$ cat src/common/pipe_config.svh
/*
 * Pipeline configuration
 * Sizes shared by the stages
 */
`ifndef PIPE_CONFIG_SVH
`define PIPE_CONFIG_SVH

// Sequence number width, wraps around
`define PIPE_SEQ_W 8

// Stall cycle counter, saturates at all ones
`define PIPE_STALL_W 4

// Scratch memory entries and the derived address width
`define PIPE_MEM_DEPTH 16
`define PIPE_ADDR_W $clog2(`PIPE_MEM_DEPTH)

`endif
$ cat src/common/pipe_pkg.sv
/*
 * Pipeline package
 * Opcode encoding and the field types of the 16-bit instruction word
 */
package pipe_pkg;

    //////////////////////////////////////////////////
    // Field widths
    //////////////////////////////////////////////////
    localparam int OP_W      = 4;  // Opcode field
    localparam int OPERAND_W = 6;  // Each operand field
    localparam int DATA_W    = 8;  // Result and memory word

    typedef logic [OP_W-1:0]      op_field_t;
    typedef logic [OPERAND_W-1:0] operand_t;
    typedef logic [DATA_W-1:0]    data_t;

    // Raw instruction word, opcode on top
    typedef struct packed {
        op_field_t op;  // [15:12]
        operand_t  a;   // [11:6]
        operand_t  b;   // [5:0]
    } instr_t;

    //////////////////////////////////////////////////
    // Operations
    //////////////////////////////////////////////////
    // Codes not listed here decode to NOP
    typedef enum logic [OP_W-1:0] {
        NOP = 4'd0,
        ADD = 4'd1,
        SUB = 4'd2,
        AND = 4'd3,
        XOR = 4'd4,
        LD  = 4'd5,   // Load from scratch memory
        ST  = 4'd6,   // Store operand b
        HLT = 4'd15   // Stops fetch
    } opcode_e;

endpackage

$ cat src/logic/pipe_top.sv
/*
 * Five-stage pipeline top
 * Fetch, decode, execute, memory and writeback in a chain
 */
`timescale 1ns/1ps
`include "pipe_config.svh"

module pipe_top (
    input  logic                     clk,
    input  logic                     rst_n,
    input  logic                     instr_valid,
    input  pipe_pkg::instr_t         instr,
    input  logic                     stall,
    output logic                     retire_valid,
    output logic [`PIPE_SEQ_W-1:0]   retire_seq,
    output pipe_pkg::opcode_e        retire_op,
    output pipe_pkg::data_t          retire_result,
    output logic [`PIPE_STALL_W-1:0] retire_stall_cycles,
    output logic                     halted
);
    import pipe_pkg::*;

    // Fetch to decode
    logic                     f_valid;
    logic [`PIPE_SEQ_W-1:0]   f_seq;
    logic [`PIPE_STALL_W-1:0] f_stall_cnt;
    instr_t                   f_instr;
    // Decode to execute
    logic                     d_valid;
    logic [`PIPE_SEQ_W-1:0]   d_seq;
    logic [`PIPE_STALL_W-1:0] d_stall_cnt;
    opcode_e                  d_op;
    operand_t                 d_a, d_b;
    // Execute to memory
    logic                     e_valid;
    logic [`PIPE_SEQ_W-1:0]   e_seq;
    logic [`PIPE_STALL_W-1:0] e_stall_cnt;
    opcode_e                  e_op;
    data_t                    e_result;
    logic [`PIPE_ADDR_W-1:0]  e_addr;
    operand_t                 e_wdata;
    // Memory to writeback
    logic                     m_valid;
    logic [`PIPE_SEQ_W-1:0]   m_seq;
    logic [`PIPE_STALL_W-1:0] m_stall_cnt;
    opcode_e                  m_op;
    data_t                    m_result;

    //////////////////////////////////////////////////
    // Stage chain
    //////////////////////////////////////////////////
    fetch_stage u_fetch (
        .clk, .rst_n, .stall, .instr_valid, .instr,
        .f_valid, .f_seq, .f_stall_cnt, .f_instr
    );

    decode_stage u_decode (
        .clk, .rst_n, .stall,
        .f_valid, .f_seq, .f_stall_cnt, .f_instr,
        .d_valid, .d_seq, .d_stall_cnt, .d_op, .d_a, .d_b
    );

    execute_stage u_execute (
        .clk, .rst_n, .stall,
        .d_valid, .d_seq, .d_stall_cnt, .d_op, .d_a, .d_b,
        .e_valid, .e_seq, .e_stall_cnt, .e_op, .e_result, .e_addr, .e_wdata
    );

    memory_stage u_memory (
        .clk, .rst_n,
        .e_valid, .e_seq, .e_stall_cnt, .e_op, .e_result, .e_addr, .e_wdata,
        .m_valid, .m_seq, .m_stall_cnt, .m_op, .m_result
    );

    writeback_stage u_writeback (
        .clk, .rst_n,
        .m_valid, .m_seq, .m_stall_cnt, .m_op, .m_result,
        .retire_valid, .retire_seq, .retire_op, .retire_result,
        .retire_stall_cycles, .halted
    );

endmodule

$ cat src/logic/writeback_stage.sv
/*
 * Writeback stage
 * Registers the retire record and latches halted after HLT retires
 */
`timescale 1ns/1ps
`include "pipe_config.svh"

module writeback_stage (
    input  logic                     clk,
    input  logic                     rst_n,
    input  logic                     m_valid,
    input  logic [`PIPE_SEQ_W-1:0]   m_seq,
    input  logic [`PIPE_STALL_W-1:0] m_stall_cnt,
    input  pipe_pkg::opcode_e        m_op,
    input  pipe_pkg::data_t          m_result,
    output logic                     retire_valid,
    output logic [`PIPE_SEQ_W-1:0]   retire_seq,
    output pipe_pkg::opcode_e        retire_op,
    output pipe_pkg::data_t          retire_result,
    output logic [`PIPE_STALL_W-1:0] retire_stall_cycles,
    output logic                     halted
);
    import pipe_pkg::*;

    logic hlt_retiring;  // HLT record on the outputs this cycle

    assign hlt_retiring = retire_valid && (retire_op == HLT);

    //////////////////////////////////////////////////
    // Retire strobe and halt level
    //////////////////////////////////////////////////
    always_ff @(posedge clk) begin
        if (!rst_n) begin
            retire_valid <= 1'b0;
            halted       <= 1'b0;
        end else begin
            retire_valid <= m_valid;      // One pulse per instruction
            if (hlt_retiring)
                halted <= 1'b1;           // Sticky until reset
        end
    end

    // Record only changes with a retiring instruction
    always_ff @(posedge clk) begin
        if (m_valid) begin
            retire_seq          <= m_seq;
            retire_op           <= m_op;
            retire_result       <= m_result;
            retire_stall_cycles <= m_stall_cnt;
        end
    end

endmodule

$ cat src/logic/memory_stage.sv
/*
 * Memory stage
 * Scratch memory, written by ST and read by LD
 */
`timescale 1ns/1ps
`include "pipe_config.svh"

module memory_stage (
    input  logic                     clk,
    input  logic                     rst_n,
    input  logic                     e_valid,
    input  logic [`PIPE_SEQ_W-1:0]   e_seq,
    input  logic [`PIPE_STALL_W-1:0] e_stall_cnt,
    input  pipe_pkg::opcode_e        e_op,
    input  pipe_pkg::data_t          e_result,
    input  logic [`PIPE_ADDR_W-1:0]  e_addr,
    input  pipe_pkg::operand_t       e_wdata,
    output logic                     m_valid,
    output logic [`PIPE_SEQ_W-1:0]   m_seq,
    output logic [`PIPE_STALL_W-1:0] m_stall_cnt,
    output pipe_pkg::opcode_e        m_op,
    output pipe_pkg::data_t          m_result
);
    import pipe_pkg::*;

    data_t mem [`PIPE_MEM_DEPTH];  // Scratch storage, contents undefined after reset
    data_t rd_data;

    assign rd_data = mem[e_addr];  // Asynchronous read, old value on same-cycle write

    //////////////////////////////////////////////////
    // Store
    //////////////////////////////////////////////////
    always_ff @(posedge clk) begin
        if (e_valid && e_op == ST)
            mem[e_addr] <= data_t'(e_wdata);  // Operand b, zero-extended
    end

    always_ff @(posedge clk) begin
        if (!rst_n) m_valid <= 1'b0;
        else        m_valid <= e_valid;
    end

    // Loads swap in the memory word
    always_ff @(posedge clk) begin
        m_seq       <= e_seq;
        m_stall_cnt <= e_stall_cnt;
        m_op        <= e_op;
        m_result    <= (e_op == LD) ? rd_data : e_result;
    end

endmodule

$ cat src/logic/execute_stage.sv
/*
 * Execute stage
 * ALU on the zero-extended operands and memory address generation
 */
`timescale 1ns/1ps
`include "pipe_config.svh"

module execute_stage (
    input  logic                     clk,
    input  logic                     rst_n,
    input  logic                     stall,
    input  logic                     d_valid,
    input  logic [`PIPE_SEQ_W-1:0]   d_seq,
    input  logic [`PIPE_STALL_W-1:0] d_stall_cnt,
    input  pipe_pkg::opcode_e        d_op,
    input  pipe_pkg::operand_t       d_a,
    input  pipe_pkg::operand_t       d_b,
    output logic                     e_valid,
    output logic [`PIPE_SEQ_W-1:0]   e_seq,
    output logic [`PIPE_STALL_W-1:0] e_stall_cnt,
    output pipe_pkg::opcode_e        e_op,
    output pipe_pkg::data_t          e_result,
    output logic [`PIPE_ADDR_W-1:0]  e_addr,
    output pipe_pkg::operand_t       e_wdata
);
    import pipe_pkg::*;

    data_t a_ext, b_ext, alu;

    assign a_ext = data_t'(d_a);
    assign b_ext = data_t'(d_b);

    // Results wrap mod 256, LD is filled in by the memory stage
    always_comb begin
        case (d_op)
            ADD:     alu = a_ext + b_ext;
            SUB:     alu = a_ext - b_ext;
            AND:     alu = a_ext & b_ext;
            XOR:     alu = a_ext ^ b_ext;
            default: alu = '0;            // NOP, LD, ST, HLT
        endcase
    end

    always_ff @(posedge clk) begin
        if (!rst_n) e_valid <= 1'b0;
        else        e_valid <= d_valid && !stall;  // Bubble while decode is frozen
    end

    always_ff @(posedge clk) begin
        e_seq       <= d_seq;
        e_stall_cnt <= d_stall_cnt;
        e_op        <= d_op;
        e_result    <= alu;
        e_addr      <= d_a[`PIPE_ADDR_W-1:0];  // Low bits of operand a
        e_wdata     <= d_b;                    // Store data
    end

endmodule

$ cat src/logic/decode_stage.sv
/*
 * Decode stage
 * Splits the word into opcode and operands, freezes under stall
 */
`timescale 1ns/1ps
`include "pipe_config.svh"

module decode_stage (
    input  logic                     clk,
    input  logic                     rst_n,
    input  logic                     stall,
    input  logic                     f_valid,
    input  logic [`PIPE_SEQ_W-1:0]   f_seq,
    input  logic [`PIPE_STALL_W-1:0] f_stall_cnt,
    input  pipe_pkg::instr_t         f_instr,
    output logic                     d_valid,
    output logic [`PIPE_SEQ_W-1:0]   d_seq,
    output logic [`PIPE_STALL_W-1:0] d_stall_cnt,
    output pipe_pkg::opcode_e        d_op,
    output pipe_pkg::operand_t       d_a,
    output pipe_pkg::operand_t       d_b
);
    import pipe_pkg::*;

    opcode_e op_dec;  // Opcode field mapped onto the enum

    // Known codes pass through, the rest become NOP
    always_comb begin
        case (opcode_e'(f_instr.op))
            ADD, SUB, AND, XOR, LD, ST, HLT: op_dec = opcode_e'(f_instr.op);
            default:                         op_dec = NOP;
        endcase
    end

    always_ff @(posedge clk) begin
        if (!rst_n) begin
            d_valid     <= 1'b0;
            d_stall_cnt <= '0;
        end else if (stall) begin
            if (d_valid && d_stall_cnt != '1)  // Saturating
                d_stall_cnt <= d_stall_cnt + 1'b1;
        end else begin
            d_valid     <= f_valid;
            d_stall_cnt <= f_stall_cnt;        // Carries cycles frozen in fetch
        end
    end

    // Fields, held while stalled
    always_ff @(posedge clk) begin
        if (!stall) begin
            d_seq <= f_seq;
            d_op  <= op_dec;
            d_a   <= f_instr.a;
            d_b   <= f_instr.b;
        end
    end

endmodule

$ cat src/logic/fetch_stage.sv
/*
 * Fetch stage
 * Takes instruction words, stamps sequence numbers, stops after HLT
 */
`timescale 1ns/1ps
`include "pipe_config.svh"

module fetch_stage (
    input  logic                     clk,
    input  logic                     rst_n,
    input  logic                     stall,
    input  logic                     instr_valid,
    input  pipe_pkg::instr_t         instr,
    output logic                     f_valid,
    output logic [`PIPE_SEQ_W-1:0]   f_seq,
    output logic [`PIPE_STALL_W-1:0] f_stall_cnt,
    output pipe_pkg::instr_t         f_instr
);
    import pipe_pkg::*;

    logic [`PIPE_SEQ_W-1:0] seq_cnt;  // Number for the next accepted word
    logic                   stopped;  // HLT already taken
    logic                   accept;

    assign accept = instr_valid && !stall && !stopped;

    always_ff @(posedge clk) begin
        if (!rst_n) begin
            f_valid     <= 1'b0;
            f_stall_cnt <= '0;
            seq_cnt     <= '0;
            stopped     <= 1'b0;
        end else if (stall) begin
            // Hold the word, count frozen cycles up to the limit
            if (f_valid && f_stall_cnt != '1)
                f_stall_cnt <= f_stall_cnt + 1'b1;
        end else begin
            f_valid     <= accept;
            f_stall_cnt <= '0;                  // Fresh word starts unstalled
            if (accept) begin
                seq_cnt <= seq_cnt + 1'b1;      // Wraps
                stopped <= (instr.op == HLT);   // Nothing after HLT
            end
        end
    end

    // Payload
    always_ff @(posedge clk) begin
        if (accept) begin
            f_instr <= instr;
            f_seq   <= seq_cnt;
        end
    end

endmodule

$ cat config.mk
export PLATFORM = sky130hd
export DESIGN_NAME = pipe_top
export DESIGN_NICKNAME = d
export VERILOG_FILES = /design/src/common/pipe_pkg.sv /design/src/logic/pipe_top.sv /design/src/logic/writeback_stage.sv /design/src/logic/memory_stage.sv /design/src/logic/execute_stage.sv /design/src/logic/decode_stage.sv /design/src/logic/fetch_stage.sv
export VERILOG_INCLUDE_DIRS = /design/src /design/src/common
export SDC_FILE = /design/constraint.sdc
export NUM_CORES = 1
export LEC_CHECK = 0
export ABC_AREA = 1
export BUFFER_PORTS_ARGS = -buffer_cell sky130_fd_sc_hd__buf_2
export CAP_MARGIN = 10
export CELL_PAD_IN_SITES_DETAIL_PLACEMENT = 1
export CELL_PAD_IN_SITES_GLOBAL_PLACEMENT = 1
export CORE_MARGIN = 5
export CORE_UTILIZATION = 35
export CTS_BUF_LIST = sky130_fd_sc_hd__clkbuf_2 sky130_fd_sc_hd__clkbuf_4 sky130_fd_sc_hd__clkbuf_8
export CTS_CLUSTER_SIZE = 25
export DETAILED_ROUTE_END_ITERATION = 6
export MAX_ROUTING_LAYER = met4
export PLACE_DENSITY = 0.61
export SYNTH_ARGS = -nofsm -noshare
export SYNTH_HDL_FRONTEND = slang
export SYNTH_HIERARCHICAL = 1
export SYNTH_SLANG_ARGS = --single-unit
export TNS_END_PERCENT = 30
$ cat constraint.sdc
create_clock -name clk -period 1.88 [get_ports clk]
set_clock_uncertainty 0.1 [all_clocks]
set_input_delay 0.376 -clock clk [delete_from_list [all_inputs] [get_ports clk]]
set_output_delay 0.376 -clock clk [all_outputs]
set_load 0.005 [all_outputs]
=== After elaboration in Yosys (flattened, before gate mapping) ===
Memories as Yosys holds them, arrays and structs flattened. A register that Yosys moved wholly into a read port is not among the register bits.
Index checks and enable logic that the tools add are counted.

* Muxes and demuxes: 6
* Reduce and logical (&&, ||, !) cells: 12
* Equality and inequality tests: 18
* Bitwise logic cells: 3
* Add/subtract/negate cells: 5

{| class="wikitable"
|+ Operators with widths
! kind !! count
|-
| $pmux W8 S4 || 1
|-
| $eq A4 B3 Y1 const B || 6
|-
| $eq A4 B2 Y1 const B || 4
|-
| $eq A4 B4 Y1 const B || 3
|-
| $add A4 B1 Y4 const B || 2
|-
| $add A8 B1 Y8 const B || 1
|-
| $eq A4 B1 Y1 const B || 2
|-
| $mux W4 || 2
|-
| $mux W8 || 1
|-
| $ne A4 B4 Y1 const B || 2
|-
| $add A6 B6 Y7 || 1
|-
| $logic_and A1 B1 Y1 || 7
|-
| $reduce_or A7 Y1 || 1
|-
| $sub A6 B6 Y7 || 1
|-
| $and A6 B6 Y6 || 1
|-
| $xor A6 B6 Y6 || 1
|-
| $reduce_and A2 Y1 || 2
|-
| $logic_not A1 Y1 || 2
|-
| $mux W1 || 2
|-
| $ne A2 B1 Y1 const B || 1
|-
| $not A1 Y1 || 1
|}

* Bits in registers: 153
* Word-level logic and storage cells: 77
* Output and inout port bits: 26
* Memories: 1
* Input bits: 20
* RAM bits: 96

{| class="wikitable"
|+ Memories
! memory !! words !! width !! rd ports !! clocked after memory_dff !! write ports !! RTL line !! text
|-
| u_memory.mem || 16 || 6 || 1 || 1 || 1 || memory_stage.sv:26 || <nowiki>data_t mem [`PIPE_MEM_DEPTH];</nowiki>
|}

=== Logic depth before layout (Yosys ltp) ===
* Depth in word-level cells: 4
* Gate-level depth with buffers: 11
* Gate-level depth less buffers: 10

=== By module ===
The synthesis kept the hierarchy.

{| class="wikitable"
|+ Modules (own cells, without submodules)
! module !! seq. area each (µm²) !! area each (µm²) !! cells an instance !! instances
|-
| memory_stage || 3383.2 || 4697.0 || 428 || 1
|-
| execute_stage || 700.7 || 1438.9 || 163 || 1
|-
| fetch_stage || 1001.0 || 1396.3 || 123 || 1
|-
| decode_stage || 820.8 || 1069.8 || 83 || 1
|-
| writeback_stage || 760.7 || 792.0 || 34 || 1
|}

=== Worst setup path before layout ===
OpenSTA, ideal clock, no wires.

* Kind: flip-flop to flip-flop
* From: reg u_decode.d_b[0]
* To: reg u_execute.e_result[6]
* Path slack: 163 ps
* Data required time: 1659 ps
* Setup time: 121 ps
* Arrival: 1496 ps
* Clock period less this slack: 1717 ps
* Path buffers: 0
* Stages on the path, launching flop included: 8
* Path through: edfxtp_1 > ha_1 > fa_1 > nand3b_1 > nand2_1 > nand2_1 > a21oi_1 > o21ai_1

* Cells in the longest elaborated chain, start to end: 2
* Elaborated cells on any way between the ends: 3
* Those cells by class: add/sub (2); mux (1)

{| class="wikitable"
|+ RTL lines
! element !! RTL line !! text
|-
| start, declared || decode_stage.sv:21 || <nowiki>output pipe_pkg::operand_t d_b</nowiki>
|-
| start signal, assigned || decode_stage.sv:54 || <nowiki>d_b <= f_instr.b;</nowiki>
|-
| $sub A6 B6 Y7 / $add A6 B6 Y7 (equally long branches) || execute_stage.sv:37, execute_stage.sv:36 ||
|-
| $pmux W8 S4 (*) || execute_stage.sv:35 || <nowiki>case (d_op)</nowiki>
|-
| via u_execute.alu[6] || execute_stage.sv:28 || <nowiki>data_t a_ext, b_ext, alu;</nowiki>
|-
| end signal, assigned || execute_stage.sv:53 || <nowiki>e_result <= alu;</nowiki>
|-
| end, declared || execute_stage.sv:22 || <nowiki>output pipe_pkg::data_t e_result,</nowiki>
|}

Mark *: on every way through the listed nets, which the timed path passes. The rest lies on a longest branch.
A chain may end at the register's enable or synchronous reset.

=== Worst setup path in the final report ===
Ends and elaborated chain as after synthesis.

==> flow_summary.ini <==
[floorplan]
start_util_pct = 35.1
coreArea_sq_um = 26700
die_width_microns = 174
io_pins = 46
rows = 60
dieArea_sq_um = 30200
fp.dieH_microns = 174

[global_routing]
grt_usage_pct = 14.4
gr-total-overflow = 0
grt_antenna_before_repair = 0
grt_pass1_vias = 6458
grt_max_degree = 31
grt_pass1_wl_mm = 34.1

[critical_path]
timing.rr.end = u_execute/e_result[6]
reg2reg_depth = 7
critPathKind = reg -> reg
crit_chain = ha_2, fa_2, nand3b_1, nand2_1, nand2_1, a21oi_2, o21ai_1
cp-end-kind = register
r2r_start = u_decode/d_b[0]
crit_fanout = 3
crit_path_start_kind = register
cp_data_arrival_time_ns = 2.11
critPathSlowestCell = edfxtp_1
cp_data_required_time_ns = 2.19
r2r_slack_ns = 0.09
crit_top_cell = nand2_1
slowest_delay_ns = 0.42

[clock_network]
clkSlewWorstSetupHoldPaths_ns = 0.06
htreeDepth = 2
cts_max_path_buffers = 3
root_buffer = clkbuf_8
clock_sinks = 249
tritoncts = yes
numCtsBuffers = 43
clock_latency_ns = 0.55

[run]
cap_violations = 0

[layout]
stdcell_count = 1335
num_antenna_cells = 0
regArea_sq_um = 6670
final_area_sq_um = 11400
area_growth_pct = 20.9
fillers = 2936
drive_above_1_share_pct = 19.6
multi_input_area_sq_um = 2310
final_nets = 997

[worst_hold_path]
hp-class = in -> reg
hp-start = stall
worstHoldPathCells = 2
holdPathEnd = u_execute/e_valid

[yosys]
ys_seq_area_share_pct = 71.0
syn-num-nets = 868
synth_top_area_share_pct = 53.7
synthesis.area_sq_um = 9390
synth_area_leaders = edfxtp_1, dfxtp_1, nand2_1, nand3_1, nor2_1
yosys_warnings = 6
syn-instance-count = 831
synth-seq-cells = 249
synth.distinct_cells = 34
syn_area_per_cell_sq_um = 11.3
yosysTopAreaCell = edfxtp_1

[sta]
tightest_slew_ns = 0.368
setup_viol = 0
fmax_ghz = 0.558
slew_headroom_pct = 75.4
hold_viol_final = 0
rsz0062_at_grt = true
min_period_over_period_pct = 95.4
setup_tns_ns = 0
period_needed_ns = 1.79
maxSlewViolCount = 0

[power_and_ir_drop]
fin_total_pwr_mw = 11.8
ir_worst_vdd_mv = 0.514
power_leakage_nw = 4.68
p_per_area_nw_per_um2 = 1040

[route]
drt-total-wl_mm = 20.9
viasPerCell = 4.53
drc = 0
drt-pass1-iter-count = 4
drt_iter0_drc = 247
vias = 6048
wl_per_cell_microns = 15.6
ant_nets = 0

[placed_design]
port_buffers = 45
hpwlAfterDp_mm = 14.1
place_area_sq_um = 10200
placed_cells = 1238
place_congestion = 0.780

[outcome]
status = completed
[report_power, final]
| group | internal [mW] | total [mW] | switching, mW |
|---|---|---|---|
| clock network | 3.07 | 5.20 | 2.13 |
| registers | 5.98 | 6.05 | 0.0692 |
| logic | 0.201 | 0.569 | 0.367 |
| total | 9.25 | 11.8 | 2.57 |
[layer usage]
metal  global-route usage (%)  part of all wire [%]
met5                        -                     0
met4                     4.65                   2.1
met3                     2.79                   4.3
met2                     23.4                    48
met1                     18.3                    45
[worst max path at each step]
| stage | slack, ns | endpoint | startpoint |
|---|---|---|---|
| floorplan | 0.16 | u_execute/e_result[6] | u_decode/d_b[0] |
| global placement | 0.05 | u_execute/e_result[6] | u_decode/d_b[0] |
| detailed placement | 0.03 | u_execute/e_result[6] | u_decode/d_b[0] |
| CTS | 0.02 | u_execute/e_result[6] | u_decode/d_b[0] |
| global route | -0.01 | u_execute/e_result[6] | u_decode/d_b[0] |
| finish | 0.09 | u_execute/e_result[6] | u_decode/d_b[0] |
[metrics by stage]
step | setup WS, ns | utilization (%) | hold slack, ns
3_5_place_dp | 0.0265 | 38.3 | 0.213
4_1_cts | 0.0212 | 42.4 | 0.0286
6_report | 0.0871 | 42.5 | 0.0628
5_1_grt | -0.0111 | 42.5 | 0.0564
2_1_floorplan | 0.163 | - | 0.210
3_3_place_gp | 0.0544 | 38.3 | 0.211
[critical path: cells and delay by family (launching register included)]
family / cells / cell delay [ns]
AO/OA/AOI/OAI: 2 / 0.24
AND/OR/NAND/NOR: 3 / 0.34
adder cells (fa/ha/maj): 2 / 0.58
flip-flops: 1 / 0.42
[flip-flops by register name, indices dropped and copies added, names as in the netlist, 8 cells and up]
signal	flops
u_memory/mem	96
u_fetch/f_instr	16
u_decode/d_seq	8
u_execute/e_result	8
u_execute/e_seq	8
u_fetch/f_seq	8
u_fetch/seq_cnt	8
u_memory/m_result	8
u_memory/m_seq	8
u_writeback/retire_result	8
u_writeback/retire_seq	8
[cell type report]
class,count,area share [%]
clock inverters,17,1.52
inverters,68,2.29
flip-flops and latches,249,58.7
multi-input cells,492,20.4
clock buffers,62,6.74
well taps,341,3.76
repair buffers,106,6.59
[cells in the final DEF (no fill, tap or decap), types with 3 or more instances in the layout]
cell | netlist | layout
nand2_1 | 275 | 275
edfxtp_1 | 168 | 168
dfxtp_1 | 81 | 80
nor2_1 | 70 | 70
nand3_1 | 69 | 69
inv_1 | 63 | 63
clkbuf_8 | 0 | 48
buf_2 | 7 | 45
buf_4 | 9 | 43
dlygate4sd3_1 | 0 | 16
clkbuf_4 | 0 | 14
nand4_1 | 12 | 12
ha_1 | 15 | 12
o21ai_0 | 9 | 9
a21oi_1 | 9 | 8
clkinv_2 | 0 | 6
clkinv_1 | 0 | 4
inv_2 | 4 | 4
a21oi_2 | 3 | 4
nor2_2 | 4 | 4
inv_6 | 1 | 3
bufinv_16 | 0 | 3
nand3_2 | 3 | 3
xor2_1 | 3 | 3
nor2_4 | 3 | 3
ha_2 | 0 | 3
[cell families after synthesis]
family / count (synthesis) / synth area share, %
AOI/OAI and AO/OA: 28 / 1.84
buffers and inverters: 90 / 4.58
and+or+nand+nor: 444 / 19.9
DFF: 249 / 71.0
adders and majority gates: 17 / 2.42
xor gates and xnor gates: 3 / 0.280
[what timing repair did]
| action | 4_1_cts | 5_1_grt |
|---|---|---|
| hold endpoints to repair | 17 | 0 |
| buffers inserted | 0 | 2 |
| setup endpoints to repair | 0 | 3 |
| gates resized for setup | 0 | 6 |
| hold buffers | 16 | 0 |
[synthesized netlist by cell type]
cell,n
nand2_1,275
edfxtp_1,168
dfxtp_1,81
nor2_1,70
nand3_1,69
inv_1,63
ha_1,15
nand4_1,12
a21oi_1,9
buf_4,9
o21ai_0,9
buf_2,7
buf_6,6
inv_2,4
nor2_2,4
a21oi_2,3
nand3_2,3
nor2_4,3
xor2_1,3
fa_1,2
o2111ai_1,2
o21ai_1,2
a21oi_4,1
a31oi_1,1
inv_6,1
nand2_2,1
nand3b_1,1
nor3_1,1
nor3_2,1
nor3b_4,1
nor4_1,1
o22ai_1,1
or2_0,1
or2_2,1
Power figures use the tool's default switching activity.
